## src/source/fa_cache_pkg.sv

```systemverilog
package fa_cache_pkg;

	// address and data geometry
	// ------------------------------
	localparam int BW_WORD_ADDR = 16;                         // core word address
	localparam int BW_BLOCK     = 2;                          // word offset, 4 words per block
	localparam int BW_TAG       = BW_WORD_ADDR - BW_BLOCK;    // block address doubles as tag
	localparam int BW_DATA      = 32;

	// core request, packed by the top level
	typedef struct packed {
		logic                rw;      // 1: write, 0: read
		logic [BW_TAG-1:0]   tag;
		logic [BW_BLOCK-1:0] word;
		logic [BW_DATA-1:0]  wdata;   // only meaningful on writes
	} core_req_t;

	// request register of the lookup stage
	typedef struct packed {
		logic      valid;
		core_req_t req;
	} lookup_t;

	// block command towards external memory
	typedef struct packed {
		logic              req;         // held until ready_req_i
		logic              rw;          // 1: write-back, 0: fetch
		logic [BW_TAG-1:0] block_addr;
	} mem_cmd_t;

	// single cycle flags, controller to counters
	typedef struct packed {
		logic request;
		logic hit;
		logic miss;
		logic writeback;
	} event_t;

	// counter read-out select
	typedef enum logic [1:0] {
		METRIC_REQUESTS   = 2'd0,
		METRIC_HITS       = 2'd1,
		METRIC_MISSES     = 2'd2,
		METRIC_WRITEBACKS = 2'd3
	} metric_sel_e;

endpackage

```

## src/source/fa_block_memory.sv

```systemverilog
`timescale 1ns/1ns

module fa_block_memory #(
	parameter int CACHE_BLOCK_CAPACITY = 8
)(
	input  logic                                    clock_bus_i,
	input  logic [$clog2(CACHE_BLOCK_CAPACITY)+fa_cache_pkg::BW_BLOCK-1:0] addr_i,  // [way|word]
	input  logic                                    wren_i,
	input  logic [fa_cache_pkg::BW_DATA-1:0]        wdata_i,
	output logic [fa_cache_pkg::BW_DATA-1:0]        q_o
);

	// every way holds one block of 4 words
	localparam int DEPTH = CACHE_BLOCK_CAPACITY << fa_cache_pkg::BW_BLOCK;

	logic [fa_cache_pkg::BW_DATA-1:0] mem_q [DEPTH];

	// single port, read returns the old word on a write edge
	always_ff @(posedge clock_bus_i) begin
		if (wren_i) begin
			mem_q[addr_i] <= wdata_i;
		end
		q_o <= mem_q[addr_i];          // registered read, one edge latency
	end

endmodule

```

## src/source/fa_cache_controller.sv

```systemverilog
`timescale 1ns/1ns

module fa_cache_controller #(
	parameter int CACHE_BLOCK_CAPACITY = 8
)(
	input  logic                                    clock_bus_i,
	input  logic                                    resetn_i,

	// lookup stage
	input  fa_cache_pkg::lookup_t                   lookup_i,
	input  logic                                    cam_hit_i,
	input  logic [$clog2(CACHE_BLOCK_CAPACITY)-1:0] cam_way_i,
	output logic                                    accept_o,
	output logic                                    cam_wren_o,
	output logic [$clog2(CACHE_BLOCK_CAPACITY)-1:0] cam_way_wr_o,

	// block memory
	input  logic [fa_cache_pkg::BW_DATA-1:0]        mem_q_i,
	output logic [$clog2(CACHE_BLOCK_CAPACITY)+fa_cache_pkg::BW_BLOCK-1:0] mem_addr_o,
	output logic                                    mem_wren_o,
	output logic [fa_cache_pkg::BW_DATA-1:0]        mem_wdata_o,

	// core and counters
	output logic                                    done_o,
	output logic                                    hit_o,
	output fa_cache_pkg::event_t                    events_o,

	// external memory
	input  logic                                    ready_req_i,
	input  logic                                    ready_read_i,
	input  logic                                    ready_write_i,
	input  logic [fa_cache_pkg::BW_DATA-1:0]        mem_data_i,
	output fa_cache_pkg::mem_cmd_t                  mem_cmd_o,
	output logic                                    read_o,
	output logic                                    write_o,
	output logic [fa_cache_pkg::BW_DATA-1:0]        mem_data_o
);

	localparam int BW_WAY = $clog2(CACHE_BLOCK_CAPACITY);

	typedef enum logic [2:0] {
		ST_IDLE,          // serve hits, detect misses
		ST_WB_CMD,        // write-back command pending
		ST_WB_WORDS,      // stream victim out
		ST_FETCH_CMD,     // fetch command pending
		ST_FETCH_WORDS,   // stream new block in
		ST_INSTALL        // tag into CAM, bump FIFO pointer
	} state_e;

	state_e                              state_q;
	logic [BW_WAY-1:0]                   fifo_ptr_q;   // next victim way
	logic [fa_cache_pkg::BW_BLOCK-1:0]   word_cnt_q;   // wraps to 0 after each block
	logic [CACHE_BLOCK_CAPACITY-1:0]     dirty_q;
	logic [fa_cache_pkg::BW_TAG-1:0]     vtag_q [CACHE_BLOCK_CAPACITY];  // tag per way for wb
	logic                                missed_q;     // held request already missed once
	logic                                done_q;
	logic                                hit_q;
	fa_cache_pkg::event_t                events_q;

	logic                                hit_accept;
	logic                                first_lookup;
	logic                                last_word;
	logic [fa_cache_pkg::BW_BLOCK-1:0]   wb_word;      // victim word to prefetch

	// handshake with lookup stage
	// ------------------------------
	assign hit_accept   = (state_q == ST_IDLE) && lookup_i.valid && cam_hit_i;
	assign accept_o     = (state_q == ST_IDLE) && (!lookup_i.valid || cam_hit_i);
	assign first_lookup = (state_q == ST_IDLE) && lookup_i.valid && !missed_q;
	assign cam_wren_o   = (state_q == ST_INSTALL);
	assign cam_way_wr_o = fifo_ptr_q;                  // fill always lands in the victim way

	// memory strobes only while the buffer is ready
	assign write_o    = (state_q == ST_WB_WORDS) && ready_write_i;
	assign read_o     = (state_q == ST_FETCH_WORDS) && ready_read_i;
	assign mem_data_o = mem_q_i;                       // victim word, read one cycle ahead
	assign last_word  = (word_cnt_q == '1);

	// command is a level decoded from state
	assign mem_cmd_o.req        = (state_q == ST_WB_CMD) || (state_q == ST_FETCH_CMD);
	assign mem_cmd_o.rw         = (state_q == ST_WB_CMD);
	assign mem_cmd_o.block_addr = (state_q == ST_WB_CMD) ? vtag_q[fifo_ptr_q]
	                                                     : lookup_i.req.tag;

	// step to the next victim word on a transfer so q is ready for it
	assign wb_word = write_o ? word_cnt_q + 1'b1 : word_cnt_q;

	// block memory port
	// ------------------------------
	always_comb begin
		mem_addr_o  = {fifo_ptr_q, word_cnt_q};        // also word 0 prefetch in ST_WB_CMD
		mem_wren_o  = 1'b0;
		mem_wdata_o = mem_data_i;
		case (state_q)
			ST_IDLE: begin
				mem_addr_o  = {cam_way_i, lookup_i.req.word};
				mem_wren_o  = hit_accept && lookup_i.req.rw;
				mem_wdata_o = lookup_i.req.wdata;
			end
			ST_WB_WORDS:    mem_addr_o = {fifo_ptr_q, wb_word};
			ST_FETCH_WORDS: mem_wren_o = read_o;    // fill word straight from the bus
			default:        ;
		endcase
	end

	// miss FSM
	// ------------------------------
	always_ff @(posedge clock_bus_i) begin
		if (!resetn_i) begin
			state_q    <= ST_IDLE;
			fifo_ptr_q <= '0;
			word_cnt_q <= '0;
			dirty_q    <= '0;
			missed_q   <= 1'b0;
		end else begin
			case (state_q)
				ST_IDLE: begin
					if (hit_accept) begin
						missed_q <= 1'b0;
						if (lookup_i.req.rw) begin
							dirty_q[cam_way_i] <= 1'b1;   // write hit dirties the block
						end
					end else if (lookup_i.valid) begin
						missed_q <= 1'b1;
						state_q  <= dirty_q[fifo_ptr_q] ? ST_WB_CMD : ST_FETCH_CMD;
					end
				end
				ST_WB_CMD: begin
					if (ready_req_i) state_q <= ST_WB_WORDS;
				end
				ST_WB_WORDS: begin
					if (write_o) begin
						word_cnt_q <= word_cnt_q + 1'b1;
						if (last_word) state_q <= ST_FETCH_CMD;
					end
				end
				ST_FETCH_CMD: begin
					if (ready_req_i) state_q <= ST_FETCH_WORDS;
				end
				ST_FETCH_WORDS: begin
					if (read_o) begin
						word_cnt_q <= word_cnt_q + 1'b1;
						if (last_word) state_q <= ST_INSTALL;
					end
				end
				ST_INSTALL: begin
					dirty_q[fifo_ptr_q] <= 1'b0;
					fifo_ptr_q          <= fifo_ptr_q + 1'b1;   // round-robin replacement
					state_q             <= ST_IDLE;             // held request looks up again
				end
				default: state_q <= ST_IDLE;
			endcase
		end
	end

	// tag copy for write-back addressing
	always_ff @(posedge clock_bus_i) begin
		if (state_q == ST_INSTALL) begin
			vtag_q[fifo_ptr_q] <= lookup_i.req.tag;
		end
	end

	// core response and event flags
	// ------------------------------
	always_ff @(posedge clock_bus_i) begin
		if (!resetn_i) begin
			done_q   <= 1'b0;
			hit_q    <= 1'b0;
			events_q <= '0;
		end else begin
			done_q             <= hit_accept;                  // q arrives in the same cycle
			hit_q              <= hit_accept && !missed_q;
			events_q.request   <= first_lookup;
			events_q.hit       <= first_lookup && cam_hit_i;
			events_q.miss      <= first_lookup && !cam_hit_i;
			events_q.writeback <= (state_q == ST_WB_CMD) && ready_req_i;  // once per victim
		end
	end

	assign done_o   = done_q;
	assign hit_o    = hit_q;
	assign events_o = events_q;

endmodule

```

## src/source/fa_cache_top.sv

```systemverilog
`timescale 1ns/1ns

module fa_cache_top #(
	parameter int CACHE_BLOCK_CAPACITY = 8           // blocks, power of two
)(
	input  logic                                    clock_bus_i,
	input  logic                                    resetn_i,

	// core side
	input  logic                                    req_i,
	input  logic                                    rw_i,           // 1: write
	input  logic [fa_cache_pkg::BW_WORD_ADDR-1:0]   add_i,
	input  logic [fa_cache_pkg::BW_DATA-1:0]        data_i,
	input  fa_cache_pkg::metric_sel_e               metric_sel_i,
	output logic                                    ready_o,
	output logic                                    done_o,
	output logic                                    hit_o,
	output logic [fa_cache_pkg::BW_DATA-1:0]        data_o,
	output logic [31:0]                             count_o,

	// memory side
	input  logic                                    ready_req_i,
	input  logic                                    ready_read_i,
	input  logic                                    ready_write_i,
	input  logic [fa_cache_pkg::BW_DATA-1:0]        mem_data_i,
	output fa_cache_pkg::mem_cmd_t                  mem_cmd_o,
	output logic                                    read_o,
	output logic                                    write_o,
	output logic [fa_cache_pkg::BW_DATA-1:0]        mem_data_o
);

	localparam int BW_WAY = $clog2(CACHE_BLOCK_CAPACITY);

	// internal nets
	// ------------------------------
	fa_cache_pkg::core_req_t                        core_req;
	fa_cache_pkg::lookup_t                          lookup;
	fa_cache_pkg::event_t                           events;
	logic                                           accept;
	logic                                           cam_hit;
	logic                                           cam_wren;
	logic [BW_WAY-1:0]                              cam_way;
	logic [BW_WAY-1:0]                              cam_way_wr;
	logic [BW_WAY+fa_cache_pkg::BW_BLOCK-1:0]       mem_addr;   // [way|word]
	logic                                           mem_wren;
	logic [fa_cache_pkg::BW_DATA-1:0]               mem_wdata;
	logic [fa_cache_pkg::BW_DATA-1:0]               mem_q;

	// split the word address into tag and offset
	assign core_req.rw    = rw_i;
	assign core_req.tag   = add_i[fa_cache_pkg::BW_WORD_ADDR-1:fa_cache_pkg::BW_BLOCK];
	assign core_req.word  = add_i[fa_cache_pkg::BW_BLOCK-1:0];
	assign core_req.wdata = data_i;

	assign data_o = mem_q;        // read data, valid with done_o

	// stages
	// ------------------------------
	fa_tag_lookup #(
		.CACHE_BLOCK_CAPACITY (CACHE_BLOCK_CAPACITY)
	) lookup0 (
		.clock_bus_i  (clock_bus_i),
		.resetn_i     (resetn_i),
		.req_i        (req_i),
		.req_data_i   (core_req),
		.accept_i     (accept),
		.cam_wren_i   (cam_wren),
		.cam_way_wr_i (cam_way_wr),
		.lookup_o     (lookup),
		.ready_o      (ready_o),
		.cam_hit_o    (cam_hit),
		.cam_way_o    (cam_way)
	);

	fa_cache_controller #(
		.CACHE_BLOCK_CAPACITY (CACHE_BLOCK_CAPACITY)
	) ctrl0 (
		.clock_bus_i   (clock_bus_i),
		.resetn_i      (resetn_i),
		.lookup_i      (lookup),
		.cam_hit_i     (cam_hit),
		.cam_way_i     (cam_way),
		.accept_o      (accept),
		.cam_wren_o    (cam_wren),
		.cam_way_wr_o  (cam_way_wr),
		.mem_q_i       (mem_q),
		.mem_addr_o    (mem_addr),
		.mem_wren_o    (mem_wren),
		.mem_wdata_o   (mem_wdata),
		.done_o        (done_o),
		.hit_o         (hit_o),
		.events_o      (events),
		.ready_req_i   (ready_req_i),
		.ready_read_i  (ready_read_i),
		.ready_write_i (ready_write_i),
		.mem_data_i    (mem_data_i),
		.mem_cmd_o     (mem_cmd_o),
		.read_o        (read_o),
		.write_o       (write_o),
		.mem_data_o    (mem_data_o)
	);

	fa_block_memory #(
		.CACHE_BLOCK_CAPACITY (CACHE_BLOCK_CAPACITY)
	) bmem0 (
		.clock_bus_i (clock_bus_i),
		.addr_i      (mem_addr),
		.wren_i      (mem_wren),
		.wdata_i     (mem_wdata),
		.q_o         (mem_q)
	);

	fa_perf_counters perf0 (
		.clock_bus_i  (clock_bus_i),
		.resetn_i     (resetn_i),
		.events_i     (events),
		.metric_sel_i (metric_sel_i),
		.count_o      (count_o)
	);

endmodule

```

## src/source/fa_perf_counters.sv

```systemverilog
`timescale 1ns/1ns

module fa_perf_counters (
	input  logic                      clock_bus_i,
	input  logic                      resetn_i,
	input  fa_cache_pkg::event_t      events_i,
	input  fa_cache_pkg::metric_sel_e metric_sel_i,
	output logic [31:0]               count_o
);

	logic [31:0] cnt_q [4];      // indexed like metric_sel_e
	logic [3:0]  inc;

	// flag order follows the enum encoding
	assign inc = {events_i.writeback, events_i.miss, events_i.hit, events_i.request};

	// saturating counters
	// ------------------------------
	always_ff @(posedge clock_bus_i) begin
		if (!resetn_i) begin
			cnt_q <= '{default: '0};
		end else begin
			for (int i = 0; i < 4; i++) begin
				if (inc[i] && (cnt_q[i] != '1)) begin
					cnt_q[i] <= cnt_q[i] + 1'b1;   // sticks at all ones
				end
			end
		end
	end

	// read-out mux
	// ------------------------------
	always_comb begin
		case (metric_sel_i)
			fa_cache_pkg::METRIC_REQUESTS:   count_o = cnt_q[0];
			fa_cache_pkg::METRIC_HITS:       count_o = cnt_q[1];
			fa_cache_pkg::METRIC_MISSES:     count_o = cnt_q[2];
			fa_cache_pkg::METRIC_WRITEBACKS: count_o = cnt_q[3];
			default:                         count_o = '0;
		endcase
	end

endmodule

```

## src/source/fa_tag_lookup.sv

```systemverilog
`timescale 1ns/1ns

module fa_tag_lookup #(
	parameter int CACHE_BLOCK_CAPACITY = 8
)(
	input  logic                                    clock_bus_i,
	input  logic                                    resetn_i,
	input  logic                                    req_i,          // one cycle core pulse
	input  fa_cache_pkg::core_req_t                 req_data_i,
	input  logic                                    accept_i,       // controller takes held request
	input  logic                                    cam_wren_i,     // fill: install held tag
	input  logic [$clog2(CACHE_BLOCK_CAPACITY)-1:0] cam_way_wr_i,
	output fa_cache_pkg::lookup_t                   lookup_o,
	output logic                                    ready_o,
	output logic                                    cam_hit_o,
	output logic [$clog2(CACHE_BLOCK_CAPACITY)-1:0] cam_way_o
);

	localparam int BW_WAY = $clog2(CACHE_BLOCK_CAPACITY);

	// request register
	// ------------------------------
	logic                    lk_valid;
	fa_cache_pkg::core_req_t lk_req;

	always_ff @(posedge clock_bus_i) begin
		if (!resetn_i) begin
			lk_valid <= 1'b0;
		end else if (accept_i) begin
			lk_valid <= req_i;            // drops to 0 when the core is quiet
		end
	end

	// payload follows valid, held while accept is low
	always_ff @(posedge clock_bus_i) begin
		if (accept_i) begin
			lk_req <= req_data_i;
		end
	end

	assign lookup_o.valid = lk_valid;
	assign lookup_o.req   = lk_req;

	// a held request stalls the core
	assign ready_o = !(lk_valid && !accept_i);

	// tag CAM
	// ------------------------------
	logic [fa_cache_pkg::BW_TAG-1:0] tag_mem [CACHE_BLOCK_CAPACITY];
	logic [CACHE_BLOCK_CAPACITY-1:0] valid_q;     // one bit per way
	logic [CACHE_BLOCK_CAPACITY-1:0] match;

	always_ff @(posedge clock_bus_i) begin
		if (!resetn_i) begin
			valid_q <= '0;
		end else if (cam_wren_i) begin
			valid_q[cam_way_wr_i] <= 1'b1;    // ways are never invalidated
		end
	end

	always_ff @(posedge clock_bus_i) begin
		if (cam_wren_i) begin
			tag_mem[cam_way_wr_i] <= lk_req.tag;  // the missing tag is still held
		end
	end

	// parallel compare against every valid way
	always_comb begin
		for (int i = 0; i < CACHE_BLOCK_CAPACITY; i++) begin
			match[i] = valid_q[i] && (tag_mem[i] == lk_req.tag);
		end
	end

	// one-hot to binary, at most one way matches
	always_comb begin
		cam_way_o = '0;
		for (int i = 0; i < CACHE_BLOCK_CAPACITY; i++) begin
			if (match[i]) begin
				cam_way_o = cam_way_o | BW_WAY'(i);
			end
		end
	end

	assign cam_hit_o = |match;

endmodule
```

## config.mk

```make
export PLATFORM = sky130hd
export DESIGN_NAME = fa_cache_top
export DESIGN_NICKNAME = d
export VERILOG_FILES = /design/src/source/fa_cache_pkg.sv /design/src/source/fa_block_memory.sv /design/src/source/fa_cache_controller.sv /design/src/source/fa_cache_top.sv /design/src/source/fa_perf_counters.sv /design/src/source/fa_tag_lookup.sv
export SDC_FILE = /design/constraint.sdc
export NUM_CORES = 2
export LEC_CHECK = 0
export BUFFER_PORTS_ARGS = -buffer_cell sky130_fd_sc_hd__buf_4
export CAP_MARGIN = 5
export CELL_PAD_IN_SITES_DETAIL_PLACEMENT = 1
export CELL_PAD_IN_SITES_GLOBAL_PLACEMENT = 1
export CORE_MARGIN = 2
export CORE_UTILIZATION = 35
export DETAILED_ROUTE_END_ITERATION = 6
export GPL_TIMING_DRIVEN = 0
export PLACE_DENSITY_LB_ADDON = 0.1
export RECOVER_POWER = 50
export SETUP_SLACK_MARGIN = 0.3
export SLEW_MARGIN = 20
export SYNTH_ARGS = -nofsm -noshare
export SYNTH_HDL_FRONTEND = slang
export SYNTH_SLANG_ARGS = --single-unit
```

## constraint.sdc

```tcl
create_clock -name clock_bus_i -period 10.6 [get_ports clock_bus_i]
set_input_delay 2.12 -clock clock_bus_i [delete_from_list [all_inputs] [get_ports clock_bus_i]]
set_output_delay 2.12 -clock clock_bus_i [all_outputs]
set_load 0.005 [all_outputs]
```

==> key figures <==
GRT
  – First-pass GRT wire length: 246000 um
  – Total track usage: 0.211
  – Vias in the first global route: 33700
  – GRT overflow: 0
  – Largest net degree at the start of global routing: 33
  – Initial antenna violation count: 4

Floorplan
  – Die Wd: 403 um
  – Die Span Y: 403 um
  – Die area: 162000 sq um
  – I/O Pins: 206
  – Core region area: 158000 sq um
  – Row count: 146
  – Initial Util: 0.352

Detailed routing
  – Total number of vias: 31200
  – 1st-pass router iterations: 5
  – Total wire length: 170000 um
  – DRC: 0
  – Drt first-iter violations: 2334
  – Routed Antenna Nets: 0
  – Vias/cell: 5.33
  – WL/cell: 29.0 um

STA
  – RSZ-0062 raised after global routing: no
  – Setup ws final: 4.26 ns
  – Slew headroom: -0.425
  – Final Hold Vio Count: 0
  – Tmin final: 6.34 ns
  – Final TNS setup: 0 ns
  – Clk_skew: 0.0289 ns
  – Max Freq: 158 MHz
  – Part of the cycle the worst path needs: 0.599
  – Final setup vio count: 0
  – Max Slew Vio Count: 72
  – Worst slew pin tran: 2.13 ns
  – WHS: 0.466 ns

Synthesis
  – Mapped Area: 55600 sq um
  – Seq/Total Area, Yosys: 0.710
  – Gate Count Post-Synth: 3193
  – Synth warnings: 0
  – EDFF count, synth: 1185
  – Syn_area_per_cell: 17.4 sq um
  – Syn_nets: 3288
  – Post-synth ARST share: 0
  – Synth Register Bits: 1380
  – Leading register cell type out of synthesis: edfxtp_1
  – Synth cell types: 63

Setup path
  – Crit Path Category: register to register
  – Slowest cell on crit path: clkbuf_1
  – CP top delay family: buffers and inverters
  – Worst setup EP type: register
  – Critical Path RT: 11.06 ns
  – CP Launch Type: register
  – Critical path arrival: 6.81 ns
  – CP max FO: 11
  – Buf+Inv Stages, Crit Path: 7
  – Max incr delay on CP: 1.42 ns
  – Crit path cell chain: or3_1 -> clkbuf_1 -> clkbuf_1 -> nor3_1 -> a21oi_1 -> and2_1 -> buf_2 -> buf_2 -> nand2_1 -> nor3_2 -> buf_4 -> buf_6 -> buf_4

Clock tree
  – Worst-skew pair later-pin latency: 0.78 ns
  – Clk Tree Root Cell: clkbuf_16
  – CTS Buf Count: 157
  – Bufs on Longest Clock Path: 3
  – Clk sinks: 1380
  – Postcts setup bufs: 0
  – Clock slew at reported path FFs: 0.06 ns
  – Htree depth: 4
  – CTS Hold Bufs: 0
  – Post-cts repair resize count: 0
  – CTS tree: built

Cells and area
  – Final Cell Area: 66400 sq um
  – Area grow syn2layout: 19.5%
  – Final nets: 3759
  – Layout cell share with drive strength beyond 1: 0.260
  – Fillcell total: 15300
  – Fin util: 0.420

Worst hold path
  – Hold Path Class: register to register

Placed design
  – Number of port buffers: 204
  – Placed Area: 61600 sq um
  – Worst slack, placed: 4.25 ns
  – Detailed Place HPWL: 122000 um
  – Placer Congestion: 0.845

Power
  – Leakage: 21.6 nW
  – Worst VDD drop: 0.184 mV
  – Pwr dens: 226 nW/um^2

Job
  – Maximum Capacitance Violations: 5

Run status
  – Status: finished, violations left
  – Violated checks: capacitance limit, slew limit
## metal layers
metal | track usage | up-vias | wire (um)
met3 | 0.0281 | 256 | 7270
met4 | 0.0613 | 0 | 4710
met1 | 0.281 | 16700 | 72500
met5 | 0 | - | 0
li1 | - | 13500 | -
met2 | 0.362 | 766 | 85300
## power by group
part           switching [mW]  internal (mW)  leakage, nW
Combinational            1.88           1.29         6.92
Clock                    2.24           3.02         2.42
Sequential             0.0912           6.49         12.3
Total                    4.21           10.8         21.6
## worst paths after layout
check,from,cells after the start,end,slack (ns)
setup / recovery,ctrl0.state_q[1]$_SDFFE_PN0P_,13,bmem0.mem_q[29][11]$_DFFE_PP_,4.26
setup reg to reg,ctrl0.state_q[1]$_SDFFE_PN0P_,13,bmem0.mem_q[29][11]$_DFFE_PP_,4.26
hold reg to reg,ctrl0.dirty_q[3]$_SDFFE_PN0P_,2,ctrl0.dirty_q[3]$_SDFFE_PN0P_,0.47
hold / removal,ctrl0.dirty_q[3]$_SDFFE_PN0P_,2,ctrl0.dirty_q[3]$_SDFFE_PN0P_,0.47
## cells by family (layout without fill, tap and decap cells)
group,count (synthesis),in the layout,synth area share
AO/OA/AOI/OAI,182,182,0.0216
XOR/XNOR,213,213,0.0336
adder cells (fa/ha/maj),6,6,0.00135
buffers and inverters,219,816,0.0207
flip-flops,1380,1380,0.710
multiplexers,394,394,0.143
other,0,1,0
AND/OR/NAND/NOR,799,799,0.0696
## worst min-delay path: stages (launching register included)
cell and delay, ns:
dfxtp_1 0.30, nand2_1 0.05, o2bb2ai_1 0.06
## flip-flops by register name (all words and copies together), names as in the netlist, 4 cells and up, named ones only
| signal | cells |
|---|---|
| bmem0.mem_q | 1024 |
| lookup0.valid_q | 8 |
| ctrl0.vtag_q | 112 |
| ctrl0.events_o | 4 |
| bmem0.q_o | 32 |
| lookup0.lookup_o | 49 |
| perf0.cnt_q | 128 |
| ctrl0.dirty_q | 8 |
## per-stage QoR
stage	cells	power, mW
after CTS	5862	15.3
after floorplan	3193	8.60
after detailed placement	5577	9.99
after global placement	5469	9.86
final	5863	15.0
after global routing	5862	15.6
## area by class of cell
class	instances	area, sq um	area share
Timing Repair Buffer	312	3060	0.0461
Tap cell	2072	2590	0.0390
Buffer	194	1060	0.0159
Multi-Input combinational cell	1594	15200	0.228
Sequential cell	1380	39500	0.595
Clock inverter	84	759	0.0114
Clock buffer	201	4190	0.0630
Antenna cell	1	2.50	0.0000377
Inverter	25	93.8	0.00141
## cells in the mapped netlist (5+ instances only)
library cell	n	area [sq um]
or3_1	26	163
a21oi_1	62	310
buf_6	6	67.6
inv_1	24	90.1
dfxtp_1	195	3900
xor2_1	50	438
o22a_1	28	245
nor2_1	188	706
o2bb2ai_1	6	52.6
nand2b_1	8	50.1
nand2_1	236	886
nor4_1	27	169
clkbuf_1	74	278
nand4_1	105	657
edfxtp_1	1185	35600
a22oi_1	26	195
o21ai_0	29	145
mux2i_1	71	711
xnor2_1	163	1430
mux4_2	318	7160
ha_1	6	75.1
and4_1	11	96.3
nand3_1	99	495
buf_1	16	60.1
and2_1	24	150
buf_2	36	180
nor3_1	26	130
o22ai_1	5	31.3
buf_4	61	458
and3_1	23	144
## placed cells by master (no fill, tap or decap), types with 26 or more instances in the layout
cell / count
clkbuf_16: 158
or3_1: 26
nor2_1: 163
a22oi_1: 26
o21ai_0: 29
nand3_1: 99
o22a_1: 28
nand4_1: 105
clkinv_1: 32
a21oi_1: 61
nand2_1: 232
edfxtp_1: 1185
clkbuf_4: 112
clkbuf_1: 130
buf_2: 51
buf_4: 174
mux4_2: 318
xor2_1: 50
dfxtp_1: 195
xnor2_1: 163
mux2i_1: 71
Power figures use the tool's default switching activity.
